## config.mk

```make
export PLATFORM = sky130hd
export DESIGN_NAME = kt11_mmu
export DESIGN_NICKNAME = d
export VERILOG_FILES = /design/src/hdl/kt11_pkg.sv /design/src/hdl/kt11_mmu.sv /design/src/hdl/mmu_status_regs.sv /design/src/hdl/access_checker.sv /design/src/hdl/addr_relocator.sv /design/src/hdl/page_reg_file.sv
export SDC_FILE = /design/constraint.sdc
export NUM_CORES = 2
export LEC_CHECK = 0
export BUFFER_PORTS_ARGS = -buffer_cell sky130_fd_sc_hd__buf_4
export CORE_ASPECT_RATIO = 1.4
export CORE_MARGIN = 3
export CORE_UTILIZATION = 35
export CTS_CLUSTER_DIAMETER = 100
export DETAILED_ROUTE_END_ITERATION = 10
export GPL_ROUTABILITY_DRIVEN = 0
export PLACE_DENSITY = 0.52
export SYNTH_ARGS = -nofsm -noshare
export SYNTH_HDL_FRONTEND = slang
export SYNTH_SLANG_ARGS = --single-unit
```

## constraint.sdc

```tcl
create_clock -name clk -period 11.05 [get_ports clk]
set_clock_uncertainty 0.05 [all_clocks]
set_input_delay 2.7625 -clock clk [delete_from_list [all_inputs] [get_ports clk]]
set_output_delay 2.7625 -clock clk [all_outputs]
set_load 0.1 [all_outputs]
```

## src/hdl/kt11_pkg.sv

```systemverilog
// ==================================================
// KT-11 MMU shared definitions
// widths, mode and access codes, masks, mmr0 fields
// ==================================================
package kt11_pkg;

   localparam int va_width = 16;
   localparam int pa_width = 22;

   // cpu modes, code 2'b10 is unused
   localparam logic [1:0] mode_kernel = 2'b00;
   localparam logic [1:0] mode_super  = 2'b01;
   localparam logic [1:0] mode_user   = 2'b11;

   // stored access-control codes, bit 0 never survives a write
   localparam logic [2:0] acf_nonres     = 3'd0;
   localparam logic [2:0] acf_read_only  = 3'd2;
   localparam logic [2:0] acf_read_write = 3'd4;
   localparam logic [2:0] acf_rw_ok      = 3'd6;

   // pdr readable bits: plf, A, W, ed, acf
   localparam logic [15:0] pdr_read_mask = 16'o077716;

   // host writable pdr bits per byte
   localparam logic [7:0] pdr_write_mask_hi = 8'o177;
   localparam logic [7:0] pdr_write_mask_lo = 8'o016;

   // 12 bit page address field
   localparam logic [15:0] par_mask = 16'o007777;

   // mmr0 bit positions
   localparam int mmr0_nonres  = 15;
   localparam int mmr0_ple     = 14;
   localparam int mmr0_ro      = 13;
   localparam int mmr0_maint   = 8;
   localparam int mmr0_mode_hi = 6;
   localparam int mmr0_mode_lo = 5;
   localparam int mmr0_page_hi = 3;
   localparam int mmr0_page_lo = 1;
   localparam int mmr0_enable  = 0;

endpackage
```

## src/hdl/kt11_mmu.sv

```systemverilog
// ==================================================
// KT-11 memory management unit, 11/34 flavour
// ==================================================
`timescale 1ns/1ps

module kt11_mmu #(
   parameter bit map_22bit = 1'b0
) (
   input  logic                          clk,
   input  logic                          local_reset,
   input  logic [kt11_pkg::va_width-1:0] cpu_va,
   input  logic [1:0]                    cpu_cm,
   input  logic                          cpu_rd,
   input  logic                          cpu_wr,
   input  logic                          cpu_i_access,
   input  logic                          cpu_d_access,
   input  logic                          cpu_trap,
   input  logic                          fetch_va,
   input  logic                          trap_odd,
   output logic [kt11_pkg::pa_width-1:0] cpu_pa,
   output logic                          signal_abort,
   output logic                          signal_trap,
   input  logic                          pxr_wr,
   input  logic                          pxr_rd,
   input  logic [1:0]                    pxr_be,
   input  logic [7:0]                    pxr_addr,
   input  logic [15:0]                   pxr_data_in,
   output logic [15:0]                   pxr_data_out
);

   logic [5:0]  page_index;
   logic [15:0] lookup_par;
   logic [15:0] lookup_pdr;
   logic [15:0] host_read_data;
   logic        pdr_update;
   logic        set_a;
   logic        set_w;
   logic        flag_nonres;
   logic        flag_ple;
   logic        flag_ro;
   logic        record_page;
   logic        mmu_on;
   logic        maint_mode;

   page_reg_file page_reg_file_i (
      .clk            (clk),
      .local_reset    (local_reset),
      .pxr_wr         (pxr_wr),
      .pxr_rd         (pxr_rd),
      .pxr_be         (pxr_be),
      .pxr_addr       (pxr_addr),
      .pxr_data_in    (pxr_data_in),
      .page_index     (page_index),
      .pdr_update     (pdr_update),
      .set_a          (set_a),
      .set_w          (set_w),
      .lookup_par     (lookup_par),
      .lookup_pdr     (lookup_pdr),
      .host_read_data (host_read_data)
   );

   addr_relocator #(
      .map_22bit (map_22bit)
   ) addr_relocator_i (
      .cpu_va       (cpu_va),
      .cpu_d_access (cpu_d_access),
      .lookup_par   (lookup_par),
      .mmu_on       (mmu_on),
      .maint_mode   (maint_mode),
      .cpu_pa       (cpu_pa)
   );

   access_checker access_checker_i (
      .cpu_va       (cpu_va),
      .cpu_cm       (cpu_cm),
      .cpu_rd       (cpu_rd),
      .cpu_wr       (cpu_wr),
      .trap_odd     (trap_odd),
      .lookup_pdr   (lookup_pdr),
      .mmu_on       (mmu_on),
      .signal_abort (signal_abort),
      .signal_trap  (signal_trap),
      .pdr_update   (pdr_update),
      .set_a        (set_a),
      .set_w        (set_w),
      .flag_nonres  (flag_nonres),
      .flag_ple     (flag_ple),
      .flag_ro      (flag_ro),
      .record_page  (record_page)
   );

   mmu_status_regs mmu_status_regs_i (
      .clk            (clk),
      .local_reset    (local_reset),
      .cpu_va         (cpu_va),
      .cpu_cm         (cpu_cm),
      .cpu_i_access   (cpu_i_access),
      .cpu_trap       (cpu_trap),
      .fetch_va       (fetch_va),
      .pxr_wr         (pxr_wr),
      .pxr_rd         (pxr_rd),
      .pxr_be         (pxr_be),
      .pxr_addr       (pxr_addr),
      .pxr_data_in    (pxr_data_in),
      .host_read_data (host_read_data),
      .flag_nonres    (flag_nonres),
      .flag_ple       (flag_ple),
      .flag_ro        (flag_ro),
      .record_page    (record_page),
      .page_index     (page_index),
      .mmu_on         (mmu_on),
      .maint_mode     (maint_mode),
      .pxr_data_out   (pxr_data_out)
   );

endmodule

```

## src/hdl/mmu_status_regs.sv

```systemverilog
// ==================================================
// KT-11 status registers
// mmr0/2/3, fault latch, page index, host read mux
// ==================================================
`timescale 1ns/1ps

module mmu_status_regs (
   input  logic                          clk,
   input  logic                          local_reset,
   input  logic [kt11_pkg::va_width-1:0] cpu_va,
   input  logic [1:0]                    cpu_cm,
   input  logic                          cpu_i_access,
   input  logic                          cpu_trap,
   input  logic                          fetch_va,
   input  logic                          pxr_wr,
   input  logic                          pxr_rd,
   input  logic [1:0]                    pxr_be,
   input  logic [7:0]                    pxr_addr,
   input  logic [15:0]                   pxr_data_in,
   input  logic [15:0]                   host_read_data,
   input  logic                          flag_nonres,
   input  logic                          flag_ple,
   input  logic                          flag_ro,
   input  logic                          record_page,
   output logic [5:0]                    page_index,
   output logic                          mmu_on,
   output logic                          maint_mode,
   output logic [15:0]                   pxr_data_out
);

   logic [15:0] mmr0;
   logic [15:0] mmr2;
   logic [15:0] mmr3;
   logic [15:0] mmr0_live;
   logic [2:0]  fault_bits;
   logic        fault_held;
   logic        mmr0_wr;
   logic        mmr3_wr;
   logic        d_space;

   assign mmu_on     = mmr0[kt11_pkg::mmr0_enable];
   assign maint_mode = mmr0[kt11_pkg::mmr0_maint];
   assign fault_bits = mmr0[kt11_pkg::mmr0_nonres:kt11_pkg::mmr0_ro];
   assign fault_held = |fault_bits;

   assign mmr0_wr = pxr_wr && pxr_addr[7] && (pxr_addr[1:0] == 2'd0);
   assign mmr3_wr = pxr_wr && pxr_addr[7] && (pxr_addr[1:0] == 2'd3);

   // split I/D enable per mode
   always_comb
   begin
      case (cpu_cm)
         kt11_pkg::mode_kernel: d_space = mmr3[2];
         kt11_pkg::mode_super:  d_space = mmr3[1];
         kt11_pkg::mode_user:   d_space = mmr3[0];
         default:               d_space = 1'b0;
      endcase
   end

   // trap vectors are always fetched through kernel space
   assign page_index = {cpu_trap ? kt11_pkg::mode_kernel : cpu_cm,
                        d_space & ~cpu_i_access, cpu_va[15:13]};

   always_ff @(posedge clk or posedge local_reset)
   begin
      if (local_reset)
      begin
         mmr0 <= '0;
         mmr3 <= '0;
      end
      else if (pxr_wr)
      begin
         if (mmr0_wr && pxr_be[1])
            mmr0[15:8] <= pxr_data_in[15:8];
         if (mmr0_wr && pxr_be[0])
            mmr0[7:0] <= pxr_data_in[7:0];
         if (mmr3_wr)
            mmr3 <= pxr_data_in;
      end
      else if (mmu_on && !fault_held)
      begin
         if (flag_nonres)
            mmr0[kt11_pkg::mmr0_nonres] <= 1'b1;
         if (flag_ple)
            mmr0[kt11_pkg::mmr0_ple] <= 1'b1;
         if (flag_ro)
            mmr0[kt11_pkg::mmr0_ro] <= 1'b1;
         if (record_page)
         begin
            mmr0[kt11_pkg::mmr0_mode_hi:kt11_pkg::mmr0_mode_lo] <= cpu_cm;
            mmr0[kt11_pkg::mmr0_page_hi:kt11_pkg::mmr0_page_lo] <= cpu_va[15:13];
         end
      end
   end

   // mmr2 tracks instruction fetches until something goes wrong
   always_ff @(posedge clk or posedge local_reset)
   begin
      if (local_reset)
         mmr2 <= '0;
      else if (fetch_va && !fault_held && cpu_cm != kt11_pkg::mode_super)
         mmr2 <= cpu_va;
   end

   always_comb
   begin
      mmr0_live = mmr0;
      mmr0_live[kt11_pkg::mmr0_mode_hi:kt11_pkg::mmr0_mode_lo] = cpu_cm;
      mmr0_live[kt11_pkg::mmr0_page_hi:kt11_pkg::mmr0_page_lo] = cpu_va[15:13];
      pxr_data_out = '0;
      if (pxr_rd && pxr_addr[7])
      begin
         case (pxr_addr[1:0])
            2'd0:    pxr_data_out = (fault_held || !mmu_on) ? mmr0 : mmr0_live;
            2'd2:    pxr_data_out = mmr2;
            2'd3:    pxr_data_out = mmr3;
            // mmr1 not implemented
            default: pxr_data_out = '0;
         endcase
      end
      else if (pxr_rd)
         pxr_data_out = host_read_data;
   end

   // latched fault flags only go away through the host
   fault_sticky: assert property (@(posedge clk) disable iff (local_reset)
      !mmr0_wr |=> (($past(fault_bits) & ~fault_bits) == 3'b000));

endmodule

```

## src/hdl/access_checker.sv

```systemverilog
// ==================================================
// KT-11 access checker
// acf and page length rules, abort/trap, A/W bits
// ==================================================
`timescale 1ns/1ps

module access_checker (
   input  logic [kt11_pkg::va_width-1:0] cpu_va,
   input  logic [1:0]                    cpu_cm,
   input  logic                          cpu_rd,
   input  logic                          cpu_wr,
   input  logic                          trap_odd,
   input  logic [15:0]                   lookup_pdr,
   input  logic                          mmu_on,
   output logic                          signal_abort,
   output logic                          signal_trap,
   output logic                          pdr_update,
   output logic                          set_a,
   output logic                          set_w,
   output logic                          flag_nonres,
   output logic                          flag_ple,
   output logic                          flag_ro,
   output logic                          record_page
);

   logic [6:0] block_num;
   logic [6:0] page_len;
   logic       expand_down;
   logic [2:0] acf;
   logic       pg_len_err;

   assign block_num   = cpu_va[12:6];
   assign page_len    = lookup_pdr[14:8];
   assign expand_down = lookup_pdr[3];
   assign acf         = lookup_pdr[2:0];

   // downward pages grow from the top of the 8k window
   assign pg_len_err = expand_down ? (block_num < page_len) : (block_num > page_len);

   always_comb
   begin
      signal_abort = 1'b0;
      signal_trap  = 1'b0;
      pdr_update   = 1'b0;
      set_a        = 1'b0;
      set_w        = 1'b0;
      flag_nonres  = 1'b0;
      flag_ple     = 1'b0;
      flag_ro      = 1'b0;
      record_page  = 1'b0;

      // 11/34 has no supervisor space
      if (mmu_on && (cpu_rd || cpu_wr) && cpu_cm == kt11_pkg::mode_super)
      begin
         signal_abort = 1'b1;
         flag_nonres  = 1'b1;
         record_page  = 1'b1;
      end
      else if (mmu_on && cpu_wr)
      begin
         record_page = 1'b1;
         pdr_update  = 1'b1;
         case (acf)
            kt11_pkg::acf_nonres:
            begin
               signal_abort = 1'b1;
               flag_nonres  = 1'b1;
               flag_ple     = pg_len_err;
            end
            kt11_pkg::acf_read_only:
            begin
               signal_abort = 1'b1;
               flag_ro      = 1'b1;
               flag_ple     = pg_len_err;
            end
            kt11_pkg::acf_read_write:
            begin
               signal_trap = 1'b1;
               flag_nonres = 1'b1;
               set_a       = 1'b1;
            end
            kt11_pkg::acf_rw_ok:
            begin
               set_w       = !trap_odd;
               signal_trap = pg_len_err;
               flag_ple    = pg_len_err;
            end
            default: ;
         endcase
      end
      else if (mmu_on && cpu_rd)
      begin
         record_page = 1'b1;
         case (acf)
            kt11_pkg::acf_nonres:
            begin
               signal_abort = 1'b1;
               flag_nonres  = 1'b1;
               flag_ple     = pg_len_err;
            end
            kt11_pkg::acf_read_write:
            begin
               signal_trap = 1'b1;
               flag_nonres = 1'b1;
               pdr_update  = 1'b1;
               set_a       = 1'b1;
            end
            kt11_pkg::acf_read_only, kt11_pkg::acf_rw_ok:
            begin
               signal_abort = pg_len_err;
               flag_ple     = pg_len_err;
            end
            default: ;
         endcase
      end
   end

   // an access either aborts or traps, never both
   abort_trap_excl: assert final (!(signal_abort && signal_trap));

endmodule

```

## src/hdl/addr_relocator.sv

```systemverilog
// ==================================================
// KT-11 address relocator
// virtual to physical address, I/O page folding
// ==================================================
`timescale 1ns/1ps

module addr_relocator #(
   parameter bit map_22bit = 1'b0
) (
   input  logic [kt11_pkg::va_width-1:0] cpu_va,
   input  logic                          cpu_d_access,
   input  logic [15:0]                   lookup_par,
   input  logic                          mmu_on,
   input  logic                          maint_mode,
   output logic [kt11_pkg::pa_width-1:0] cpu_pa
);

   logic                          map_address;
   logic                          pa_is_iopage;
   logic [kt11_pkg::pa_width-1:0] map_sum;
   logic [kt11_pkg::pa_width-1:0] map_cut;
   logic [kt11_pkg::pa_width-1:0] mapped_pa;
   logic [kt11_pkg::pa_width-1:0] unmapped_pa;

   // maint mode maps destination accesses only
   assign map_address = mmu_on || (maint_mode && cpu_d_access);

   // par counts 64 byte blocks
   assign map_sum = {lookup_par, 6'b000000} + {9'b0, cpu_va[12:0]};
   assign map_cut = map_22bit ? map_sum : {4'b0000, map_sum[17:0]};

   // top 8k of the 18 bit space is the I/O page
   assign pa_is_iopage = !map_22bit && (map_cut[17:13] == 5'b11111);
   assign mapped_pa    = pa_is_iopage ? {6'o77, map_cut[15:0]} : map_cut;

   assign unmapped_pa = (cpu_va[15:13] == 3'b111) ? {6'o77, cpu_va} : {6'o00, cpu_va};

   assign cpu_pa = map_address ? mapped_pa : unmapped_pa;

endmodule

```

## src/hdl/page_reg_file.sv

```systemverilog
// ==================================================
// KT-11 page register file
// 64 PAR/PDR pairs, host port, lookup, A/W updates
// ==================================================
`timescale 1ns/1ps

module page_reg_file (
   input  logic        clk,
   input  logic        local_reset,
   input  logic        pxr_wr,
   input  logic        pxr_rd,
   input  logic [1:0]  pxr_be,
   input  logic [7:0]  pxr_addr,
   input  logic [15:0] pxr_data_in,
   input  logic [5:0]  page_index,
   input  logic        pdr_update,
   input  logic        set_a,
   input  logic        set_w,
   output logic [15:0] lookup_par,
   output logic [15:0] lookup_pdr,
   output logic [15:0] host_read_data
);

   logic [7:0]  par_h [64];
   logic [7:0]  par_l [64];
   logic [7:0]  pdr_h [64];
   logic [7:0]  pdr_l [64];

   logic [5:0]  host_index;
   logic        par_wr;
   logic        pdr_wr;
   logic [15:0] pdr_new;

   // pxr_addr[7] set means an mmr, handled in the status block
   assign host_index = pxr_addr[5:0];
   assign par_wr     = pxr_wr && !pxr_addr[7] && pxr_addr[6];
   assign pdr_wr     = pxr_wr && !pxr_addr[7] && !pxr_addr[6];

   // index is {mode, d, apf}
   assign lookup_par = {par_h[page_index], par_l[page_index]} & kt11_pkg::par_mask;
   assign lookup_pdr = {pdr_h[page_index], pdr_l[page_index]} & kt11_pkg::pdr_read_mask;

   assign host_read_data = pxr_addr[6] ?
      ({par_h[host_index], par_l[host_index]} & kt11_pkg::par_mask) :
      ({pdr_h[host_index], pdr_l[host_index]} & kt11_pkg::pdr_read_mask);

   // A is bit 7, W is bit 6
   assign pdr_new = lookup_pdr | {8'h00, set_a, set_w, 6'b000000};

   always_ff @(posedge clk)
   begin
      if (pxr_wr)
      begin
         if (par_wr && pxr_be[1])
            par_h[host_index] <= pxr_data_in[15:8];
         if (par_wr && pxr_be[0])
            par_l[host_index] <= pxr_data_in[7:0];
         // low byte write drops A and W
         if (pdr_wr && pxr_be[1])
            pdr_h[host_index] <= pxr_data_in[15:8] & kt11_pkg::pdr_write_mask_hi;
         if (pdr_wr && pxr_be[0])
            pdr_l[host_index] <= pxr_data_in[7:0] & kt11_pkg::pdr_write_mask_lo;
      end
      else if (pdr_update)
      begin
         pdr_h[page_index] <= pdr_new[15:8];
         pdr_l[page_index] <= pdr_new[7:0];
      end
   end

   // host side never reads and writes in one cycle
   host_rd_wr_excl: assert property (@(posedge clk) disable iff (local_reset)
      !(pxr_wr && pxr_rd));

endmodule

```

* Yosys cells after proc, flatten, opt, wreduce, memory -nomap -nowiden *
Memory sizes are Yosys's and may differ from the RTL's.
Cells that the tools add are included.

operators by class
  multiplexer cells = 76
  magnitude comparators = 2
  reduce and logical (&&, ||, !) cells = 51
  add/subtract/negate cells = 1
  eq/ne operators = 12
  bitwise operators = 3

operator list
  cell                                            number
  2-to-1 mux 22 bit                               3
  2-to-1 mux 1 bit                                50
  one-hot mux 16 bit (3 select lines)             1
  2-to-1 mux 15 bit                               2
  logical AND 1 bit                               21
  2-to-1 mux 7 bit                                3
  adder 18 x 13 -> 18 bit                         1
  2-to-1 mux 16 bit                               1
  2-to-1 mux 8 bit                                2
  2-to-1 mux 3 bit                                5
  OR 15 x 8 -> 15 bit                             1
  2-to-1 mux 6 bit                                2
  AND reduction 3 bit                             4
  == test 2 bit (second input constant)           5
  nonzero test 2 bit                              5
  2-to-1 mux 2 bit                                4
  OR reduction 8 bit                              1
  greater-than comparator 7 bit                   1
  less-than comparator 7 bit                      1
  OR reduction 7 bit                              1
  != test 2 x 1 -> 1 bit (second input constant)  3
  AND reduction 2 bit                             3
  OR reduction 2 bit                              3
  OR reduction 3 bit                              2
  11 further kinds                                20

word-level totals
  register bits = 48
  RAM bits = 1984
  memories kept = 4
  output and inout bits = 40
  bits of input ports = 55
  logic and storage cells = 157

memory list
  memory                 depth  width  rd ports  clocked after Yosys merged registers in  wr ports  RTL line             RTL
  page_reg_file_i.par_h  64     8      2         0                                        1         page_reg_file.sv:24  logic [7:0] par_h [64];
  page_reg_file_i.par_l  64     8      2         0                                        1         page_reg_file.sv:25  logic [7:0] par_l [64];
  page_reg_file_i.pdr_l  64     8      2         0                                        1         page_reg_file.sv:27  logic [7:0] pdr_l [64];
  page_reg_file_i.pdr_h  64     7      2         0                                        1         page_reg_file.sv:26  logic [7:0] pdr_h [64];

* Longest topological paths before layout *
An unclocked memory read counts as a cell.

  depth in word-level cells = 14
  gate-level depth with buffers = 21
  gate-level depth less buffers = 15

* Modules after synthesis *
Synthesis repeated with hierarchy kept, for this count alone.

unflattened totals
  cells, all modules = 4709
  area, all modules = 76430.8 um^2

by module, submodules not included
  module           seq. area each (um^2)  area an instance (um^2)  cells an instance  instances
  page_reg_file    46124.2                72767.3                  4341               1
  mmu_status_regs  1201.2                 2642.5                   214                1
  addr_relocator   0.0                    686.9                    102                1
  access_checker   0.0                    334.1                    52                 1

* Worst setup path before layout *
Ideal clock, no wire load.

  path type = input to output
  from = input cpu_va[13] (netlist name)
  to = output cpu_pa[19] (netlist name)
  path buffers = 8
  arrival time = 9.278 ns
  stages = 20
  setup slack = -1.040 ns
  data required time = 8.238 ns
  path through = buf_6 > buf_6 > buf_6 > buf_6 > buf_8 > buf_2 > buf_2 > mux4_2 > mux4_2 > nand2_1 > a31oi_1 > ha_1 > fa_1 > a21oi_1 > o21ai_0 > o41a_1 > xor2_1 > a31oi_1 > o41ai_2 > buf_4

between the ends
  word-level cells in the longest chain between the ends = 5
  elaborated cells on any way between the ends = 8
  classes of those cells = add/sub: 1; eq/ne: 2; mux: 3; memory: 2

ends and longest elaborated chain
  what                                           RTL line              RTL
  start, declared                                kt11_mmu.sv:11        input logic [kt11_pkg::va_width-1:0] cpu_va,
  memory (64 x 8 bit), on equally long branches  n/a
  adder 18 x 13 -> 18 bit                        addr_relocator.sv:29  assign map_sum = {lookup_par, 6'b000000} + {9'b0, cpu_va[12:0]};
  == test 5 bit                                  addr_relocator.sv:33  assign pa_is_iopage = !map_22bit && (map_cut[17:13] == 5'b11111);
  2-to-1 mux 22 bit                              addr_relocator.sv:34  assign mapped_pa = pa_is_iopage ? {6'o77, map_cut[15:0]} : map_cut;
  2-to-1 mux 22 bit (*)                          addr_relocator.sv:38  assign cpu_pa = map_address ? mapped_pa : unmapped_pa;
  end, declared                                  kt11_mmu.sv:20        output logic [kt11_pkg::pa_width-1:0] cpu_pa,

Every way passes the cells marked *; elsewhere a longest branch is shown, timed or not.

* Final worst setup path *
  from = input cpu_cm[0]
  to = output cpu_pa[19] (netlist name)

between the ends
  word-level cells in the longest chain between the ends = 8
  elaborated cells on any way between the ends = 12
  classes of those cells = add/sub: 1; eq/ne: 3; mux: 4; bitwise: 1; reduce/logical: 1; memory: 2

ends and longest elaborated chain
  what                                           RTL line               RTL
  start, declared                                kt11_mmu.sv:12         input logic [1:0] cpu_cm,
  == test 2 bit (tied with other cells)          mmu_status_regs.sv:52  case (cpu_cm)
  one-hot mux 1 bit (3 select lines)             mmu_status_regs.sv:52
  bitwise AND 1 bit                              mmu_status_regs.sv:62  d_space & ~cpu_i_access, cpu_va[15:13]};
  memory (64 x 8 bit), on equally long branches  n/a
  adder 18 x 13 -> 18 bit (*)                    addr_relocator.sv:29
  == test 5 bit (*)                              addr_relocator.sv:33
  2-to-1 mux 22 bit (*)                          addr_relocator.sv:34
  2-to-1 mux 22 bit (*)                          addr_relocator.sv:38

Marks and branches as above.

==> impl_metrics.json <==
{
  "outcome": "complete, no violations",
  "port_buffers": 94,
  "critPathSlowestCell": "mux4_2",
  "critical_path_class": "in -> out",
  "cp_top_family": "compound AO/OA/AOI/OAI gates",
  "worst-path-buf-inv": 4,
  "drive_above_1_share_pct": 36.88,
  "cp_num_cells": 19,
  "r2r_start": "mmu_status_regs_i.mmr3[1]$_DFFE_PP0P_",
  "cts_buffer_depth": 4,
  "row_count": 202,
  "core_um2": 216600,
  "grt_pass1_vias": 44550,
  "synth_cells": 3961,
  "synth_warnings": 0,
  "clk_pin_slew_ns": 0.06,
  "cp-start-kind": "input pin",
  "grt_antenna_before_repair": 13,
  "crit_top_cell": "buf_4",
  "ys.flop_type": "edfxtp_1",
  "fin_crit_ns": 10.79,
  "hpwl_mm": 176.7,
  "drt_pre_antenna_iters": 6,
  "combPwrFrac_pct": 12.5,
  "wl_per_cell_um": 36.51,
  "ys_seq_elements": 1584,
  "synth_cell_types": 85,
  "p_leak_uw": 0.02732,
  "final_cell_mix": "edfxtp_1 (1536), mux4_2 (891), nor2_1 (331)",
  "setup_viol": 0,
  "crit_arrival_ns": 7.98,
  "avgSynthCellArea_um2": 19.29,
  "grt_max_degree": 76,
  "wl_mm": 259.5,
  "crit_required_ns": 8.24,
  "slew_headroom_pct": 16.20,
  "initial_core_util_pct": 35.27,
  "cts_max_level": 4,
  "ys_seq_area_share_pct": 61.94,
  "syn_to_final_growth_pct": 13.01,
  "place_area_um2": 81060,
  "grt_pass1_wl_mm": 360.8,
  "drv_cap": 0,
  "final_cell_area_um2": 86340,
  "rsz0062_at_grt": "false",
  "fillerInstances": 19350,
  "clk_latency_ns": 0.83,
  "die_x_um": 400.9,
  "cts_buffers": 166,
  "crit_chain": "buf_4 > mux2i_1 > buf_4 > o31a_4 > mux4_2 > nand2_1 > and3_1 > a31oi_1 > ha_1 > a21o_1 > a21oi_1 > o21ai_0 > o41ai_4 > nor3_1 > nand2_1 > xnor2_1 > o41ai_4 > buf_4 > buf_4",
  "synth_area_um2": 76400,
  "critPathMaxStageDelay_ns": 0.63,
  "cts_num_sinks": 1584,
  "root_buffer": "clkbuf_16",
  "switchingPower_uw": 3599,
  "synth-async-reset-ratio_pct": 3.030,
  "dieArea_um2": 224000,
  "reg2reg_to": "page_reg_file_i.pdr_h[15][6]$_DFFE_PP_",
  "vias": 43080,
  "drtIter0Drc": 4944,
  "ios": 95,
  "hold_buffers": 0,
  "top_layer": "met5",
  "worst_pin_slew_ns": 1.252,
  "intPower_uw": 10530,
  "hold_violations": 0,
  "synth_nets": 4031,
  "vias_per_cell": 6.061,
  "fin_crit_sh_pct": 97.69,
  "power_density_nw_per_um2": 163.7,
  "r2r_slack_ns": 4.93,
  "drv_slew": 0,
  "crit_fanout": 18,
  "cts_tree": "built",
  "seqPwrFrac_pct": 47.9,
  "startpoint": "cpu_cm[0]",
  "power_uw": 14130,
  "dr_wl_met2_mm": 135.1,
  "min_path_type": "reg -> reg",
  "ant_nets": 0,
  "timing.fmax_mhz": 92.64,
  "wl_met3_mm": 16.20,
  "synth_edf_count": 1536,
  "layout_commonest_cell": "edfxtp_1",
  "cp-endpoint": "cpu_pa[19]",
  "r2r_cells": 12,
  "num-nets-final": 4190,
  "grtUsageTotal_pct": 22.97,
  "overflow": 0,
  "die_y_um": 558.8,
  "drt-met1-wl_mm": 96.99,
  "end_kind": "primary output",
  "p_sw_share_pct": 25.46,
  "drc_errors": 0,
  "vdd_ir_drop_max_mv": 0.1758,
  "p_clk_share_pct": 39.6
}
worst min path at each step:
stage	from	endpoint	slack (ns)	cells after the start
floorplan	mmu_status_regs_i.mmr2[13]$_DFFE_PP0P_	mmu_status_regs_i.mmr2[13]$_DFFE_PP0P_	0.40	2
global placement	mmu_status_regs_i.mmr2[14]$_DFFE_PP0P_	mmu_status_regs_i.mmr2[14]$_DFFE_PP0P_	0.42	2
detailed placement	mmu_status_regs_i.mmr2[13]$_DFFE_PP0P_	mmu_status_regs_i.mmr2[13]$_DFFE_PP0P_	0.42	2
CTS	mmu_status_regs_i.mmr2[13]$_DFFE_PP0P_	mmu_status_regs_i.mmr2[13]$_DFFE_PP0P_	0.43	2
global route	mmu_status_regs_i.mmr3[3]$_DFFE_PP0P_	mmu_status_regs_i.mmr3[3]$_DFFE_PP0P_	0.46	1
finish	mmu_status_regs_i.mmr2[13]$_DFFE_PP0P_	mmu_status_regs_i.mmr2[13]$_DFFE_PP0P_	0.43	2
cell families (layout without fill, tap and decap cells):
| logic type | count (synthesis) | count (layout) | share of synthesized area, % |
|---|---|---|---|
| xor gates and xnor gates | 11 | 11 | 0.1261 |
| and+or+nand+nor | 646 | 646 | 3.647 |
| muxes | 1109 | 1109 | 29.24 |
| DFF | 1584 | 1584 | 61.94 |
| other | 0 | 8 | 0 |
| AOI/OAI and AO/OA | 264 | 264 | 2.419 |
| adders and majority gates | 15 | 15 | 0.2555 |
| buffers and inverters | 332 | 615 | 2.370 |
synth_stat cells, types with 4 or more instances:
library cell / count / area (µm²)
mux4_2: 891 / 20070
nor3_1: 23 / 115.1
buf_6: 25 / 281.5
o221ai_1: 4 / 35.03
nand2_1: 153 / 574.3
buf_1: 40 / 150.1
edfxtp_1: 1536 / 46120
a21oi_1: 64 / 320.3
mux2i_1: 149 / 1491
a22oi_2: 4 / 50.05
ha_1: 14 / 175.2
nand3_2: 4 / 40.04
o21a_1: 4 / 30.03
nand2b_1: 15 / 93.84
and2_1: 8 / 50.05
buf_8: 8 / 120.1
mux2_2: 63 / 709.4
o22ai_1: 14 / 87.58
a2111oi_0: 6 / 52.55
a211oi_1: 8 / 60.06
nand4_1: 9 / 56.30
mux2_1: 4 / 45.04
xor2_1: 8 / 70.07
buf_2: 107 / 535.5
o21ai_1: 4 / 20.02
o21ai_0: 34 / 170.2
nand3_1: 41 / 205.2
a311oi_1: 4 / 35.03
o32ai_1: 4 / 35.03
a31oi_2: 4 / 50.05
or2_2: 6 / 37.54
a31oi_1: 26 / 162.7
a221oi_1: 6 / 52.55
clkbuf_1: 107 / 401.6
o211ai_1: 6 / 45.04
nor2_1: 336 / 1261
buf_4: 32 / 240.2
and3_1: 15 / 93.84
dfrtp_1: 48 / 1201
a21o_1: 10 / 75.07
inv_1: 9 / 33.78
a22oi_1: 25 / 187.7
nor2b_1: 18 / 112.6
state kept, by name, indices dropped and copies added (netlist names):
register / count
page_reg_file_i.par_l: 512
mmu_status_regs_i.mmr3: 16
page_reg_file_i.par_h: 256
page_reg_file_i.pdr_h: 448
page_reg_file_i.pdr_l: 320
mmu_status_regs_i.mmr0: 16
mmu_status_regs_i.mmr2: 16
per-stage QoR:
| step | hold WS (ns) | std cells | utilization, % | setup slack [ns] | setup TNS [ns] |
|---|---|---|---|---|---|
| 4_1_cts | 0.4349 | 7100 | 39.85 | 0.1266 | 0 |
| 3_5_place_dp | 0.4203 | 6808 | 37.42 | 0.1434 | 0 |
| 2_1_floorplan | 0.3996 | 3961 | - | -0.005120 | -0.01536 |
| 6_report | 0.4331 | 7108 | 39.86 | 0.2552 | 0 |
| 3_3_place_gp | 0.4151 | 6808 | 37.42 | 0.1782 | 0 |
| 5_1_grt | 0.4633 | 7101 | 39.85 | 0.02668 | 0 |
metal layers:
metal | vias up | GRT usage [%]
li1 | 17160 | -
met1 | 23630 | 28.13
met2 | 1858 | 40.94
met3 | 436 | 3.538
met4 | 4 | 8.917
met5 | - | 0
area by class of cell:
cell class | count | area [µm²] | area share, %
timing repair buffer | 312 | 2688 | 3.113
clock inverter | 85 | 847.1 | 0.9811
inverter | 11 | 41.29 | 0.04782
antenna | 8 | 20.02 | 0.02319
tap | 2856 | 3573 | 4.139
sequential | 1584 | 47330 | 54.81
clock buffer | 207 | 4399 | 5.095
multi-input combinational | 2045 | 27450 | 31.79
power by group through the flow:
stage          sequential, µW  clock, µW  combinational (µW)
2_1_floorplan            6870          0                1130
3_3_place_gp             6890          0                1750
3_5_place_dp             6900          0                1760
4_1_cts                  6770       5690                1770
5_1_grt                  6770       5900                1840
6_report                 6770       5600                1760
what timing repair did:
item	4_1_cts	5_1_grt
setup endpoints to repair	0	4
setup buffers	0	0
resized for setup	0	1
tightest hold or removal path: cells and delay by family, from the launching register on:
kind / cells / cell delay (ns)
AND/OR/NAND/NOR: 1 / 0.04
AO/OA/AOI/OAI: 1 / 0.06
flip-flops: 1 / 0.34
(Power assumes the default switching activity.)
